[src/hw/l1d_pkg.sv]
package l1d_pkg;

    // Cache geometry
    localparam int TAG_W     = 8;
    localparam int INDEX_W   = 9;
    localparam int WADDR_W   = TAG_W + INDEX_W;
    localparam int DATA_W    = 32;
    localparam int BE_W      = DATA_W / 8;
    localparam int NUM_LINES = 1 << INDEX_W;

    // Word address split into tag and line index
    typedef struct packed {
        logic [TAG_W-1:0]   tag;
        logic [INDEX_W-1:0] index;
    } l1d_addr_fields_t;

    // Flat word address for memory, tag and index for the cache
    typedef union packed {
        logic [WADDR_W-1:0] word;
        l1d_addr_fields_t   f;
    } l1d_addr_u;

    // Processor load/store request, byte enables of zero mean a read
    typedef struct packed {
        logic              sel;
        l1d_addr_u         addr;
        logic [DATA_W-1:0] wdata;
        logic [BE_W-1:0]   be;
    } cpu_req_t;

    // Memory request, strobe of zero means a read
    typedef struct packed {
        logic               valid;
        logic [WADDR_W-1:0] addr;
        logic [DATA_W-1:0]  wdata;
        logic [BE_W-1:0]    wstrb;
    } mem_req_t;

    typedef struct packed {
        logic               en;
        logic [INDEX_W-1:0] index;
        logic [TAG_W-1:0]   tag;
        logic [DATA_W-1:0]  data;
        logic [BE_W-1:0]    be;
    } ram_wr_t;

    typedef struct packed {
        logic               en;
        logic [INDEX_W-1:0] index;
        logic               valid;
        logic               dirty;
    } line_upd_t;

    typedef enum logic [2:0] {
        IDLE,
        LOOKUP,
        FILL_WRITE,
        MEM_READ,
        MEM_WRITE,
        DONE
    } l1d_state_e;

endpackage

[src/hw/l1d_line_state.sv]
`timescale 1ns/1ps

module l1d_line_state (
    input  logic                        clk_i,
    input  logic                        rst_i,
    input  logic [l1d_pkg::INDEX_W-1:0] lookup_index_i,
    output logic                        valid_o,
    output logic                        dirty_o,
    input  l1d_pkg::line_upd_t          upd_i
);
    import l1d_pkg::*;

    logic [NUM_LINES-1:0] valid_q;
    logic [NUM_LINES-1:0] dirty_q;

    // One line updated per cycle
    always_ff @(posedge clk_i) begin
        if (rst_i) begin
            valid_q <= '0;
            dirty_q <= '0;
        end else if (upd_i.en) begin
            valid_q[upd_i.index] <= upd_i.valid;
            dirty_q[upd_i.index] <= upd_i.dirty;
        end
    end

    // Combinational lookup for the request cycle
    assign valid_o = valid_q[lookup_index_i];
    assign dirty_o = dirty_q[lookup_index_i];

endmodule

[config.mk]
export PLATFORM = sky130hd
export DESIGN_NAME = l1d_line_state
export DESIGN_NICKNAME = d
export VERILOG_FILES = /design/src/hw/l1d_pkg.sv /design/src/hw/l1d_line_state.sv
export SDC_FILE = /design/constraint.sdc
export NUM_CORES = 2
export LEC_CHECK = 0
export ABC_AREA = 1
export BUFFER_PORTS_ARGS = -buffer_cell sky130_fd_sc_hd__buf_2
export CORE_UTILIZATION = 45
export CTS_BUF_LIST = sky130_fd_sc_hd__clkbuf_4 sky130_fd_sc_hd__clkbuf_8
export CTS_CLUSTER_SIZE = 30
export DETAILED_ROUTE_END_ITERATION = 12
export PLACE_DENSITY = 0.71
export SLEW_MARGIN = 20
export SYNTH_ARGS = -nofsm -noshare
export SYNTH_HDL_FRONTEND = slang
export SYNTH_SLANG_ARGS = --single-unit
export TNS_END_PERCENT = 1
[constraint.sdc]
create_clock -name clk_i -period 1.8 [get_ports clk_i]
set_input_delay 0.09 -clock clk_i [delete_from_list [all_inputs] [get_ports clk_i]]
set_output_delay 0.09 -clock clk_i [all_outputs]
set_load 0.05 [all_outputs]
==> summary.txt <==
Gate Count Post-Synth: 7863
VDD IR-drop max: 0.865 mV
Share of layout cells above drive strength 1: 14.8%
Critical Path Fanout Max: 2
Largest family of logic cells by synthesized area: simple AND/OR/NAND/NOR gates
Max-slew headroom: 52.8%
Post-DP HPWL: 100000 µm
Row cnt: 121
Synth Area in XOR/XNOR: 0%
Total Routing Usage GR: 28.0%
Worst-Margin Slew: 0.707 ns
Final core occ: 53.8%
RSZ-0062 raised after global routing: yes
Placer Congestion: 0.907
Max cap viols: 0
Reg-to-Reg End: dirty_q[353]
Period utilization: 140%
Largest net degree at the start of global routing: 135
CTS Buf Count: 171
Cell Pwr Density: 835 mW/mm²
Die H: 334 µm
Warnings, synthesis: 0
Synth top area share: 41.4%
Drt via density: 5.46
Non-filler cells, final: 9397
Post-Synthesis Cell Area: 0.0495 mm²
Mapped Avg Cell Area: 6.29 µm²
Vias in the first global route: 47203
Antenna Nets Post-Route: 0
Worst-path clk slew: 0.06 ns
Post-Route WL: 161000 µm
Final net count: 7884
Boundary Pins: 25
Clock buffer depth: 3
H-tree levels: 4
Fmax: 397 MHz
Outcome: finished with violations
CTS tree: built
Initial Utilization: 45.4%
Kind of critical path: reg -> out
GR Overflow Total: 0
Largest area contributor in the netlist: dfxtp_1
DR vias: 51343
Worst Setup End Kind: primary output
Placed Cells: 9093
Failing checks: setup timing
Seq cells post-synth: 1024
Clock Latency Late Sink: 0.84 ns
Area share of fa/ha/maj cells after synthesis: 0%
DRT Pass-1 Iters: 7
Post-route DRC: 0
CTS sink cnt: 1024
Hold Vio Cnt, Final: 0
Post-DR wirelength/cell: 17.1 µm
Synth unique cells: 18
Clock root buffer: clkbuf_8
Final min period: 2.52 ns
Die area: 0.111 mm²
DRT iter0 DRCs: 4976
Reg2Reg Depth: 3
Hold Crit Depth: 8
Synth-to-Final Area Change: 18.5%
Skew final: 0 ns
Crit path DAT: 2.43 ns
Syn nets: 7886
Multiplexer share of the synthesized area: 0%
Leak: 20.2 nW
Largest cells by area after synthesis: dfxtp_1 41%, nor2_1 16%, nand2_1 12%
Initial antenna violation count: 5
Synth Area in Simple Gates: 46.4%
Worst path required time: 1.71 ns
DP Area: 0.0531 mm²
Compound-Gate Fraction of Synth Area: 2.27%
Min-Delay Path Class: in -> reg
Final Cell Area: 0.0586 mm²
Min-delay src: upd_i[5]
First-pass GRT wire length: 252000 µm
Slew Viols, Final: 0
Worst Slack Setup Final: -0.719 ns
Port Buffers: 24
R2r setup slk: 0.70 ns
Area of the core: 0.109 mm²
Hold Path Sink: valid_q[337]
R2r startpoint: dirty_q[353]
Setup Viol. Count Final: 2
Post-synthesis sequential area ratio: 41.4%
Startpoint types: flop
Chip width: 334 µm
## cells by family after synthesis
group                  Yosys count
and+or+nand+nor               5495
buffers and inverters         1120
DFF                           1024
AOI/OAI and AO/OA              224
## timing repair
item	4_1_cts	5_1_grt
gates resized for setup	130	405
pin swaps	39	118
endpoints found under the setup margin	2	3
endpoints found under the hold margin	991	0
buffers inserted	0	3
hold buffers	7	0
## area by class of cell
class                      instances  area, µm²
timing repair buffer             353       4560
antenna                            1       2.50
multi-input combinational       5719      25600
clock inverter                    27        214
clock buffer                     267       3370
inverter                         592       2250
fill                           10242      50300
sequential                      1024      20800
tap                             1414       1770
## registers in the layout (all words and copies together) (netlist names)
signal and flops:
valid_q 512, dirty_q 512
## layout by cell type (no fill, tap or decap), types with 3 or more instances in the layout
cell / instances
nand2_1: 1494
nor3_1: 811
clkbuf_4: 48
inv_1: 559
nor3_4: 3
inv_6: 4
clkbuf_8: 219
clkinvlp_4: 5
inv_2: 28
nand2_2: 27
buf_2: 15
a21oi_1: 224
dfxtp_1: 805
clkinv_2: 15
buf_8: 5
nand3_4: 31
nand3_2: 209
nand2_4: 6
dlygate4sd3_1: 7
buf_12: 151
nor2_2: 15
dfxtp_2: 219
buf_4: 174
inv_8: 4
nand3_1: 761
nor2_1: 2136
## cells in the mapped netlist
| master | n |
|---|---|
| dfxtp_1 | 1024 |
| nand3_1 | 1001 |
| buf_4 | 19 |
| buf_8 | 1 |
| nand2_1 | 1527 |
| nor2_2 | 15 |
| a21oi_1 | 224 |
| buf_2 | 179 |
| inv_6 | 1 |
| clkbuf_1 | 254 |
| inv_2 | 17 |
| nor3_2 | 1 |
| nor2_1 | 2137 |
| nor3_1 | 812 |
| nor3_4 | 2 |
| inv_1 | 574 |
| buf_6 | 48 |
| buf_1 | 27 |
## routing by layer
| metal | vias up | wire length [µm] | track usage [%] |
|---|---|---|---|
| met4 | 8 | 5860 | 11.8 |
| met5 | - | 52 | 0 |
| met2 | 2080 | 73100 | 45.0 |
| li1 | 24866 | - | - |
| met1 | 23992 | 67900 | 36.8 |
| met3 | 397 | 14100 | 4.97 |
## critical path, cell delays in order (launching register included)
cell and delay [ns]:
dfxtp_1 0.33, nand2_1 0.06, nand3_1 0.09, nand3_1 0.10, nand3_1 0.11, nand3_2 0.12
nand3_2 0.14, nand2_2 0.07, nand2_2 0.07, nand3_2 0.08, nand2_2 0.08, nand2_2 0.06
nand2_4 0.13, buf_12 0.15
## how the worst max path moves through the flow
stage,startpoint,endpoint,slack [ns],depth (start not counted)
after detailed placement,lookup_index_i[0],valid_o,-0.55,17
after CTS,valid_q[364],valid_o,-0.76,13
after global routing,valid_q[387],valid_o,-0.82,13
after global placement,lookup_index_i[0],valid_o,-0.55,17
after floorplan,lookup_index_i[0],dirty_o,0.15,16
final,valid_q[212],valid_o,-0.72,13
## report_power, final
group / total, W / internal, W / switching [W]
clock network: 0.0218 / 0.0120 / 0.00981
registers: 0.0227 / 0.0227 / 0.0000141
logic: 0.00438 / 0.00136 / 0.00302
total: 0.0489 / 0.0361 / 0.0128
## per-stage QoR
stage	setup TNS, ns	setup WS (ns)	hold slack [ns]	total power [W]
floorplan	0	0.151	0.439	0.0254
global placement	-1.04	-0.553	0.446	0.0271
detailed placement	-1.01	-0.550	0.450	0.0271
CTS	-1.52	-0.763	0.00556	0.0488
global route	-1.64	-0.821	0.0659	0.0504
finish	-1.40	-0.719	0.0706	0.0489
(Power assumes the default switching activity.)
