## src/hw/l1d_pkg.sv

```systemverilog
package l1d_pkg;

    // Cache geometry
    localparam int TAG_W     = 8;
    localparam int INDEX_W   = 9;
    localparam int WADDR_W   = TAG_W + INDEX_W;
    localparam int DATA_W    = 32;
    localparam int BE_W      = DATA_W / 8;
    localparam int NUM_LINES = 1 << INDEX_W;

    // Word address split into tag and line index
    typedef struct packed {
        logic [TAG_W-1:0]   tag;
        logic [INDEX_W-1:0] index;
    } l1d_addr_fields_t;

    // Flat word address for memory, tag and index for the cache
    typedef union packed {
        logic [WADDR_W-1:0] word;
        l1d_addr_fields_t   f;
    } l1d_addr_u;

    // Processor load/store request, byte enables of zero mean a read
    typedef struct packed {
        logic              sel;
        l1d_addr_u         addr;
        logic [DATA_W-1:0] wdata;
        logic [BE_W-1:0]   be;
    } cpu_req_t;

    // Memory request, strobe of zero means a read
    typedef struct packed {
        logic               valid;
        logic [WADDR_W-1:0] addr;
        logic [DATA_W-1:0]  wdata;
        logic [BE_W-1:0]    wstrb;
    } mem_req_t;

    typedef struct packed {
        logic               en;
        logic [INDEX_W-1:0] index;
        logic [TAG_W-1:0]   tag;
        logic [DATA_W-1:0]  data;
        logic [BE_W-1:0]    be;
    } ram_wr_t;

    typedef struct packed {
        logic               en;
        logic [INDEX_W-1:0] index;
        logic               valid;
        logic               dirty;
    } line_upd_t;

    typedef enum logic [2:0] {
        IDLE,
        LOOKUP,
        FILL_WRITE,
        MEM_READ,
        MEM_WRITE,
        DONE
    } l1d_state_e;

endpackage

```

## src/hw/l1d_controller.sv

```systemverilog
`timescale 1ns/1ps

module l1d_controller (
    input  logic                        clk_i,
    input  logic                        rst_i,
    // Processor port
    input  l1d_pkg::cpu_req_t           cpu_req_i,
    output logic [l1d_pkg::DATA_W-1:0]  rdata_o,
    output logic                        stall_o,
    // Memory port
    output l1d_pkg::mem_req_t           mem_req_o,
    input  logic [l1d_pkg::DATA_W-1:0]  mem_rdata_i,
    input  logic                        mem_ready_i,
    // Tag/data RAM
    output l1d_pkg::ram_wr_t            ram_wr_o,
    output logic [l1d_pkg::INDEX_W-1:0] ram_rd_index_o,
    input  logic [l1d_pkg::TAG_W-1:0]   ram_tag_i,
    input  logic [l1d_pkg::DATA_W-1:0]  ram_data_i,
    // Line-state array
    input  logic                        line_valid_i,
    input  logic                        line_dirty_i,
    output l1d_pkg::line_upd_t          line_upd_o
);
    import l1d_pkg::*;

    l1d_state_e        state_q;
    l1d_state_e        state_d;
    mem_req_t          mem_q;
    logic [DATA_W-1:0] fill_word_q;
    logic              filled_q;

    logic              is_write;
    logic              is_full;
    logic              tag_hit;
    logic              dirty_line;
    logic              mem_done;
    l1d_addr_u         victim_addr;
    logic [DATA_W-1:0] merged_word;

    assign is_write   = |cpu_req_i.be;
    assign is_full    = &cpu_req_i.be;
    assign tag_hit    = (ram_tag_i == cpu_req_i.addr.f.tag);
    assign dirty_line = line_valid_i && line_dirty_i;
    assign mem_done   = mem_q.valid && mem_ready_i;

    // Request is held stable, so the RAM always reads its line
    assign ram_rd_index_o = cpu_req_i.addr.f.index;

    // Write-back address rebuilt from the stored tag
    always_comb begin
        victim_addr.f.tag   = ram_tag_i;
        victim_addr.f.index = cpu_req_i.addr.f.index;
    end

    // Processor bytes over the fetched word, any mask pattern
    always_comb begin
        for (int b = 0; b < BE_W; b++) begin
            if (cpu_req_i.be[b]) begin
                merged_word[8*b +: 8] = cpu_req_i.wdata[8*b +: 8];
            end else begin
                merged_word[8*b +: 8] = mem_rdata_i[8*b +: 8];
            end
        end
    end

    // Next state
    always_comb begin
        state_d = state_q;
        case (state_q)
            IDLE: begin
                if (cpu_req_i.sel) begin
                    // Full word over a clean or empty line needs no tag check
                    if (is_full && !dirty_line) begin
                        state_d = FILL_WRITE;
                    end else if (!line_valid_i) begin
                        state_d = MEM_READ;
                    end else begin
                        state_d = LOOKUP;
                    end
                end
            end

            LOOKUP: begin
                if (filled_q) begin
                    state_d = DONE;
                end else if (tag_hit) begin
                    state_d = is_write ? FILL_WRITE : DONE;
                end else if (line_dirty_i) begin
                    state_d = MEM_WRITE;
                end else begin
                    state_d = MEM_READ;
                end
            end

            MEM_WRITE: begin
                if (mem_ready_i) begin
                    // A full word replaces the line without a fetch
                    state_d = is_full ? FILL_WRITE : MEM_READ;
                end
            end

            MEM_READ: begin
                if (mem_ready_i) begin
                    state_d = FILL_WRITE;
                end
            end

            FILL_WRITE: begin
                // Reads pick up the filled word in LOOKUP
                state_d = is_write ? DONE : LOOKUP;
            end

            DONE: begin
                state_d = IDLE;
            end

            default: begin
                state_d = IDLE;
            end
        endcase
    end

    // Stall rises with the request and falls in DONE
    assign stall_o = (state_q == IDLE) ? cpu_req_i.sel : (state_q != DONE);

    // RAM write, fetched lines go in whole
    always_comb begin
        ram_wr_o.en    = (state_q == FILL_WRITE);
        ram_wr_o.index = cpu_req_i.addr.f.index;
        ram_wr_o.tag   = cpu_req_i.addr.f.tag;
        ram_wr_o.data  = filled_q ? fill_word_q : cpu_req_i.wdata;
        ram_wr_o.be    = filled_q ? {BE_W{1'b1}} : cpu_req_i.be;
    end

    // Line becomes valid, dirty only for stores
    always_comb begin
        line_upd_o.en    = (state_q == FILL_WRITE);
        line_upd_o.index = cpu_req_i.addr.f.index;
        line_upd_o.valid = 1'b1;
        line_upd_o.dirty = is_write;
    end

    assign mem_req_o = mem_q;

    always_ff @(posedge clk_i) begin
        if (rst_i) begin
            state_q     <= IDLE;
            filled_q    <= 1'b0;
            mem_q.valid <= 1'b0;
            mem_q.wstrb <= '0;
        end else begin
            state_q <= state_d;

            if (state_q == MEM_READ && mem_ready_i) begin
                filled_q <= 1'b1;
            end else if (state_q == DONE) begin
                filled_q <= 1'b0;
            end

            // Victim write-back, then a read can follow back to back
            if (state_d == MEM_WRITE && state_q != MEM_WRITE) begin
                mem_q.valid <= 1'b1;
                mem_q.addr  <= victim_addr.word;
                mem_q.wdata <= ram_data_i;
                mem_q.wstrb <= {BE_W{1'b1}};
            end else if (state_d == MEM_READ && state_q != MEM_READ) begin
                mem_q.valid <= 1'b1;
                mem_q.addr  <= cpu_req_i.addr.word;
                mem_q.wstrb <= '0;
            end else if (mem_done) begin
                mem_q.valid <= 1'b0;
            end
        end
    end

    // Fetched word merged once on arrival
    always_ff @(posedge clk_i) begin
        if (state_q == MEM_READ && mem_ready_i) begin
            fill_word_q <= merged_word;
        end
    end

    // Load data captured when leaving LOOKUP
    always_ff @(posedge clk_i) begin
        if (state_q == LOOKUP && state_d == DONE) begin
            rdata_o <= filled_q ? fill_word_q : ram_data_i;
        end
    end

endmodule

```

## config.mk

```make
export PLATFORM = sky130hd
export DESIGN_NAME = l1d_controller
export DESIGN_NICKNAME = d
export VERILOG_FILES = /design/src/hw/l1d_pkg.sv /design/src/hw/l1d_controller.sv
export SDC_FILE = /design/constraint.sdc
export NUM_CORES = 1
export LEC_CHECK = 0
export BUFFER_PORTS_ARGS = -buffer_cell sky130_fd_sc_hd__buf_2
export CAP_MARGIN = 20
export CORE_AREA = 2 2 114 116
export DETAILED_ROUTE_END_ITERATION = 8
export DIE_AREA = 0 0 116 118
export PLACE_DENSITY_LB_ADDON = 0.2
export SLEW_MARGIN = 0
export SYNTH_ARGS = -nofsm -noshare
export SYNTH_HDL_FRONTEND = slang
export SYNTH_SLANG_ARGS = --single-unit
export TNS_END_PERCENT = 20
```

## constraint.sdc

```tcl
create_clock -name clk_i -period 13.8 [get_ports clk_i]
set_input_delay 1.38 -clock clk_i [delete_from_list [all_inputs] [get_ports clk_i]]
set_output_delay 1.38 -clock clk_i [all_outputs]
set_load 0.005 [all_outputs]
```

==> results of run 1 <==
-- kinds of logic after synthesis --
logic type,count (synthesis),synth area share [%]
buffers and inverters,128,11.7
flip-flops,119,62.3
AO/OA/AOI/OAI,93,9.42
AND/OR/NAND/NOR,73,6.94
multiplexers,40,8.38
XOR/XNOR,8,1.24
other,1,0.0665
-- flip-flops by register name (all words and copies together), names as in the netlist --
signal / cells
filled_q: 1
state_q: 3
fill_word_q: 32
mem_req_o: 51
rdata_o: 32
-- routing by layer --
metal,wire [µm],up-vias,GRT usage [%]
met2,7260,194,35.2
met5,0,-,0
li1,-,2075,-
met4,198,0,7.44
met3,1030,14,5.30
met1,5420,1989,22.9
-- final timing paths --
check                                  start                    endpoint
setup reg to reg       filled_q$_SDFFE_PP0P_      mem_req_o[6]$_DFFE_PP_
hold / removal    mem_req_o[53]$_SDFFE_PP0P_  mem_req_o[53]$_SDFFE_PP0P_
setup / recovery                cpu_req_i[2]      mem_req_o[6]$_DFFE_PP_
hold reg to reg   mem_req_o[53]$_SDFFE_PP0P_  mem_req_o[53]$_SDFFE_PP0P_
-- power breakdown --
group | total [W] | internal [W] | switching, W
registers | 0.000490 | 0.000456 | 0.0000339
logic | 0.000242 | 0.000113 | 0.000129
clock network | 0.000426 | 0.000280 | 0.000147
total | 0.00116 | 0.000849 | 0.000309
-- cells in the mapped netlist (2+ instances only) --
cell type,number
nor2_1,11
and4_1,2
inv_1,66
edfxtp_1,113
nor2b_1,2
dfxtp_1,6
mux2_4,6
buf_4,45
buf_2,2
a21boi_0,3
nand2_1,38
xnor2_1,8
or2_2,4
nand4_1,2
a21oi_1,3
a21oi_2,3
a21o_1,2
nor3_1,3
nor4b_1,2
o21ai_0,71
nand3_1,2
mux2_2,34
clkbuf_1,10
buf_1,3
nand4_4,2
a31oi_1,4
-- layout by cell type, fill, tap and decap left out, drive strengths merged --
cell type / count
a211o: 1
a211oi: 1
a21boi: 3
a21o: 2
a21oi: 6
a221o: 1
a31oi: 5
and2: 1
and3b: 1
and4: 2
and4bb: 1
buf: 294
bufinv: 3
clkbuf: 20
clkinv: 9
conb: 1
dfxtp: 6
edfxtp: 113
inv: 67
mux2: 40
nand2: 38
nand2b: 1
nand3: 2
nand4: 4
nor2: 11
nor2b: 2
nor3: 3
nor4: 1
nor4b: 2
o21a: 1
o21ai: 72
o2bb2ai: 1
or2: 4
xnor2: 8
-- area by class of cell --
cell class                 instances  area [µm²]
clock buffer                      20         437
clock inverter                    12         134
fill                            1035        4880
inverter                          67         251
multi-input combinational        215        1490
sequential                       119        3520
tap                              172         215
timing repair buffer             294        1480
-- worst min-delay path, delay by kind of cell, from the launching register on --
family	cells	cell delay [ns]
AO/OA/AOI/OAI	1	0.07
AND/OR/NAND/NOR	1	0.05
flip-flops	1	0.31
-- through the flow --
step / hold WS [ns] / util, %
after global routing: 0.526 / 60.7
after detailed placement: 0.477 / 56.1
after floorplan: 0.474 / -
after CTS: 0.484 / 60.7
after global placement: 0.482 / 56.0
final: 0.484 / 60.7
==> flow_summary.toml, run 1 <==
[logic_synthesis]
synthesis.nets = 593
yosys_warnings = 0
synthTopCellsByArea = "edfxtp_1 60%, mux2_2 6.8%, o21ai_0 6.3%"
synth.avg_cell_area_um2 = 12.2
synth_cell_types = 41
ys_ff_latch = 119
ys_seq_area_share_pct = 62.3
netlist_instances = 462
synth_top_flop_cell = "edfxtp_1"
synth.top_cell.area_share_pct = 60.1
synth_edf_count = 113
async_flop_share_pct = 0
synth_top_area_cell = "edfxtp_1"
synth_area_mm2 = 0.00564

[setup_path]
max_stage_delay_ns = 0.88
cp_top_family = "simple AND/OR/NAND/NOR gates"
end_kind = "register"
crit_buf_inv = 1
ff2ff_path_depth = 6
critical_path_class = "in -> reg"
required_ns = 13.81
path_depth = 7
start_kind = "primary input"
crit_chain = "buf_2, nor4_4, nor2_1, o21ai_0, a21o_1, nand4_4, nor2_4"
worst_ep_arrival_time_ns = 3.68
path_max_fanout = 32
r2r_slack_ns = 10.67
cp_slowest_cell = "nor2_4"

[sta]
setup_violations = 0
setup_slack_ns = 10.13
maxSlewViolCount = 0
hold_viol_final = 0
finalSetupTns_ns = 0
fin_crit_ns = 3.67
grt_setup_unrepaired = "false"
post-route-period-util_pct = 26.6
max_freq_mhz = 272
slew_headroom_pct = 30.8
skew_ns = 0.0115
tightest_slew_ns = 1.04

[cts]
cts_buffers = 17
tritoncts = "built"
post_cts.resized_instances = 0
post_cts_buffers = 0
clock_latency_ns = 0.40
clockBufferDepth = 2
root_buffer = "clkbuf_16"
cts_hold_buf = 0
clock_sinks = 119
h-tree-depth = 4
clkSlewWorstSetupHoldPaths_ns = 0.06

[floorplan]
rows = 41
core_mm2 = 0.0124
die_h_um = 118
initial_utilization_pct = 45.5
die_w_um = 116
dieArea_mm2 = 0.0137
top_level_ports = 293

[worst_hold_path]
holdPathStages = 2
hold_path.class = "reg -> reg"

[placement]
routabilityCongestion = 0.822
pre_cts_slack_ns = 9.70
dp_hpwl_um = 10400
placed_area_mm2 = 0.00696
io_buffer_count = 291
dp_cells = 867

[route]
drt-pass1-iter-count = 6
route.detailed.drc = 0
vias_per_cell = 4.75
wl_um = 13900
vias = 4272
drt_iter0_markers = 343
wl_per_cell_um = 15.5
ant_nets = 0

[finish]
layout-drive-gt1-share_pct = 52.0
layout.cells.non_filler = 899
nNetsFinal = 845
areaGrowthSynthToFinish_pct = 33.4
antenna_cells = 0
fin_area_mm2 = 0.00753

[power_and_ir_drop]
p_per_area_mw_per_mm2 = 154
max-vdd-ir-drop_uv = 79.0
p_total_w = 0.00116
leakagePower_nw = 3.33

[outcome]
outcome = "complete, no violations"

[global_route]
grt_pass1_vias = 4214
antenna_found_initial = 0
overflow = 0
grt_start_max_net_pins = 107
grt_usage_pct = 20.0
grt_pass1_wl_um = 20800

[flow_run]
drv_cap = 0
Note: power is estimated with default switching activity, not from simulation.
==> run 2, diff against run 1 <==
--- a/config.mk
+++ b/config.mk
@@ -5,11 +5,12 @@
 export SDC_FILE = /design/constraint.sdc
 export NUM_CORES = 1
 export LEC_CHECK = 0
+export ABC_AREA = 1
 export BUFFER_PORTS_ARGS = -buffer_cell sky130_fd_sc_hd__buf_2
 export CAP_MARGIN = 20
-export CORE_AREA = 2 2 114 116
+export CORE_MARGIN = 2
+export CORE_UTILIZATION = 41
 export DETAILED_ROUTE_END_ITERATION = 8
-export DIE_AREA = 0 0 116 118
 export PLACE_DENSITY_LB_ADDON = 0.2
 export SLEW_MARGIN = 0
 export SYNTH_ARGS = -nofsm -noshare
==> constraint.sdc (replaced) <==
create_clock -name clk_i -period 3.3 [get_ports clk_i]
set_input_delay 0.33 -clock clk_i [delete_from_list [all_inputs] [get_ports clk_i]]
set_output_delay 0.33 -clock clk_i [all_outputs]
set_load 0.005 [all_outputs]
==> run 2 against run 1 <==
Against the previous run:
- clock power increased to 3.7 times the previous value
- worst hold slack got worse by 0.37 ns
- sequential power increased to 3.8 times the previous value
- critical endpoint is now mem_req_o[42]$_DFFE_PP_
- largest power group unchanged
==> flow_summary.toml, run 2 <==
[outcome]
outcome = "complete, no violations"

[logic_synthesis]
synth_edf_count = 113
netlist_instances = 542
synth_cell_types = 26
synthesis.nets = 673
synth.top_cells.by_count = "240 x nand2_1, 113 x edfxtp_1, 43 x inv_1, 42 x buf_4, 31 x o21ai_0"
async_flop_share_pct = 0
synth_top_flop_cell = "edfxtp_1"
synthTopCellsByArea = "edfxtp_1 62%, nand2_1 16%, buf_4 5.8%"
ys_seq_area_share_pct = 64.3
synth.top_cell.area_share_pct = 62.1
synth.most_common_cell = "nand2_1"
synth.avg_cell_area_um2 = 10.1
synth_top_area_cell = "edfxtp_1"
ys_ff_latch = 119
yosys_warnings = 0
synth_area_mm2 = 0.00546

[setup_path]
crit_top_cell = "nand2_1"
critical_path_class = "reg -> reg"
cp_top_family = "simple AND/OR/NAND/NOR gates"
crit_buf_inv = 1
worst_ep_arrival_time_ns = 2.53
cp_slowest_cell = "nand2_1"
start_kind = "register"
required_ns = 3.34
max_stage_delay_ns = 0.58
end_kind = "register"
crit_chain = "inv_1, nor3_1, nand2_1, nand2_1, nand4_1, nand2_1"
path_max_fanout = 17

[sta]
slew_headroom_pct = 33.4
setup_violations = 0
post-route-period-util_pct = 75.5
fin_crit_ns = 2.49
hold_viol_final = 0
skew_ns = 0.00744
maxSlewViolCount = 0
finalSetupTns_ns = 0
grt_setup_unrepaired = "false"
max_freq_mhz = 401
tightest_slew_ns = 0.997

[placement]
io_buffer_count = 291
dp_hpwl_um = 11300
routabilityCongestion = 0.860

[cts]
root_buffer = "clkbuf_16"
post_cts_buffers = 0
tritoncts = "built"
post_cts.resized_instances = 0
clock_latency_ns = 0.41
cts_buffers = 17
clkSlewWorstSetupHoldPaths_ns = 0.05
cts_hold_buf = 0
clock_sinks = 119
h-tree-depth = 4
clockBufferDepth = 2

[global_route]
grt_start_max_net_pins = 55
grt_usage_pct = 20.8
grt_pass1_wl_um = 22400
overflow = 0
antenna_found_initial = 2
grt_pass1_vias = 4427

[route]
vias = 4599
wl_per_cell_um = 15.1
ant_nets = 0
wl_um = 14900
drt-pass1-iter-count = 4
vias_per_cell = 4.66
route.detailed.drc = 0
drt_iter0_markers = 286

[finish]
final_common_cell = "buf_2"
areaGrowthSynthToFinish_pct = 33.9
layout-drive-gt1-share_pct = 42.0
largest_reg_flops = 51
nNetsFinal = 931
final_cell_mix = "291 x buf_2, 240 x nand2_1, 113 x edfxtp_1, 42 x inv_1, 31 x o21ai_0"

[floorplan]
rows = 42
dieArea_mm2 = 0.0143
core_mm2 = 0.0131
die_w_um = 119
die_h_um = 119
top_level_ports = 293
initial_utilization_pct = 41.6

[power_and_ir_drop]
p_per_area_mw_per_mm2 = 569
leakagePower_nw = 3.60
p_total_w = 0.00416
max-vdd-ir-drop_uv = 269

[flow_run]
drv_cap = 0

[worst_hold_path]
hold_path.class = "in -> reg"
## run 2: cell types whose count changed after synthesis, sizes merged, moves of 4 or more
cell,delta
nand3,+6
buf,-4
mux2,-40
a31oi,-5
or2,-4
nand2,+205
o21ai,-32
inv,-22
## run 2: path summary, 6_finish.rpt
check / end / startpoint / cells past startpoint / slack (ns)
max reg2reg: mem_req_o[42]$_DFFE_PP_ / state_q[0]$_SDFF_PP0_ / 6 / 0.81
min: mem_req_o[8]$_DFFE_PP_ / ram_data_i[4] / 1 / 0.12
max: mem_req_o[42]$_DFFE_PP_ / state_q[0]$_SDFF_PP0_ / 6 / 0.81
min reg2reg: mem_req_o[53]$_SDFFE_PP0P_ / mem_req_o[53]$_SDFFE_PP0P_ / 2 / 0.50
## run 2: power breakdown
part	leakage [nW]	switching (W)	internal (W)	total (W)
Sequential	1.07	0.0000413	0.00183	0.00187
Combinational	2.27	0.000425	0.000274	0.000699
Clock	0.248	0.000592	0.00100	0.00159
Total	3.60	0.00106	0.00310	0.00416
## run 2: worst reg2reg max path, delay by kind of cell (launching register included)
| family | cells | cell delay [ns] |
|---|---|---|
| AND/OR/NAND/NOR | 5 | 1.66 |
| flip-flops | 1 | 0.36 |
| buffers and inverters | 1 | 0.09 |
## run 2: kinds of logic after synthesis
| kind of cell | after synthesis | share of synthesized area, % |
|---|---|---|
| other cells | 1 | 0.0687 |
| simple gates | 269 | 19.7 |
| buf+inv | 102 | 10.0 |
| flops | 119 | 64.3 |
| compound gates | 46 | 5.09 |
| xor+xnor | 5 | 0.802 |
## run 2: area by class of cell
| cell class | instances | area, µm² |
|---|---|---|
| Clock inverter | 8 | 61.3 |
| Sequential cell | 119 | 3510 |
| Timing Repair Buffer | 296 | 1490 |
| Fill cell | 1242 | 5820 |
| Antenna cell | 1 | 2.50 |
| Multi-Input combinational cell | 321 | 1420 |
| Tap cell | 176 | 220 |
| Inverter | 45 | 169 |
| Clock buffer | 20 | 437 |
## run 2: per-layer routing
| layer | GRT usage [%] | share of wire [%] | wire length, µm | up-vias |
|---|---|---|---|---|
| met3 | 7.57 | 9.5 | 1420 | 25 |
| met2 | 35.5 | 50 | 7480 | 225 |
| met5 | 0 | 0 | 0 | - |
| met1 | 23.1 | 38 | 5680 | 2115 |
| met4 | 10.1 | 2.3 | 344 | 0 |
| li1 | - | - | - | 2234 |
## run 2: metrics by stage
step / util [%] / instance area, µm² / std cells / hold WS [ns] / setup WS, ns
3_5_place_dp: 51.9 / 6810 / 957 / 0.498 / 0.553
3_3_place_gp: 51.9 / 6810 / 957 / 0.510 / 0.657
5_1_grt: 55.7 / 7310 / 986 / 0.0973 / 0.574
6_report: 55.7 / 7310 / 986 / 0.115 / 0.809
4_1_cts: 55.6 / 7310 / 985 / 0.0991 / 0.767
2_1_floorplan: - / 5460 / 542 / 0.399 / 0.388
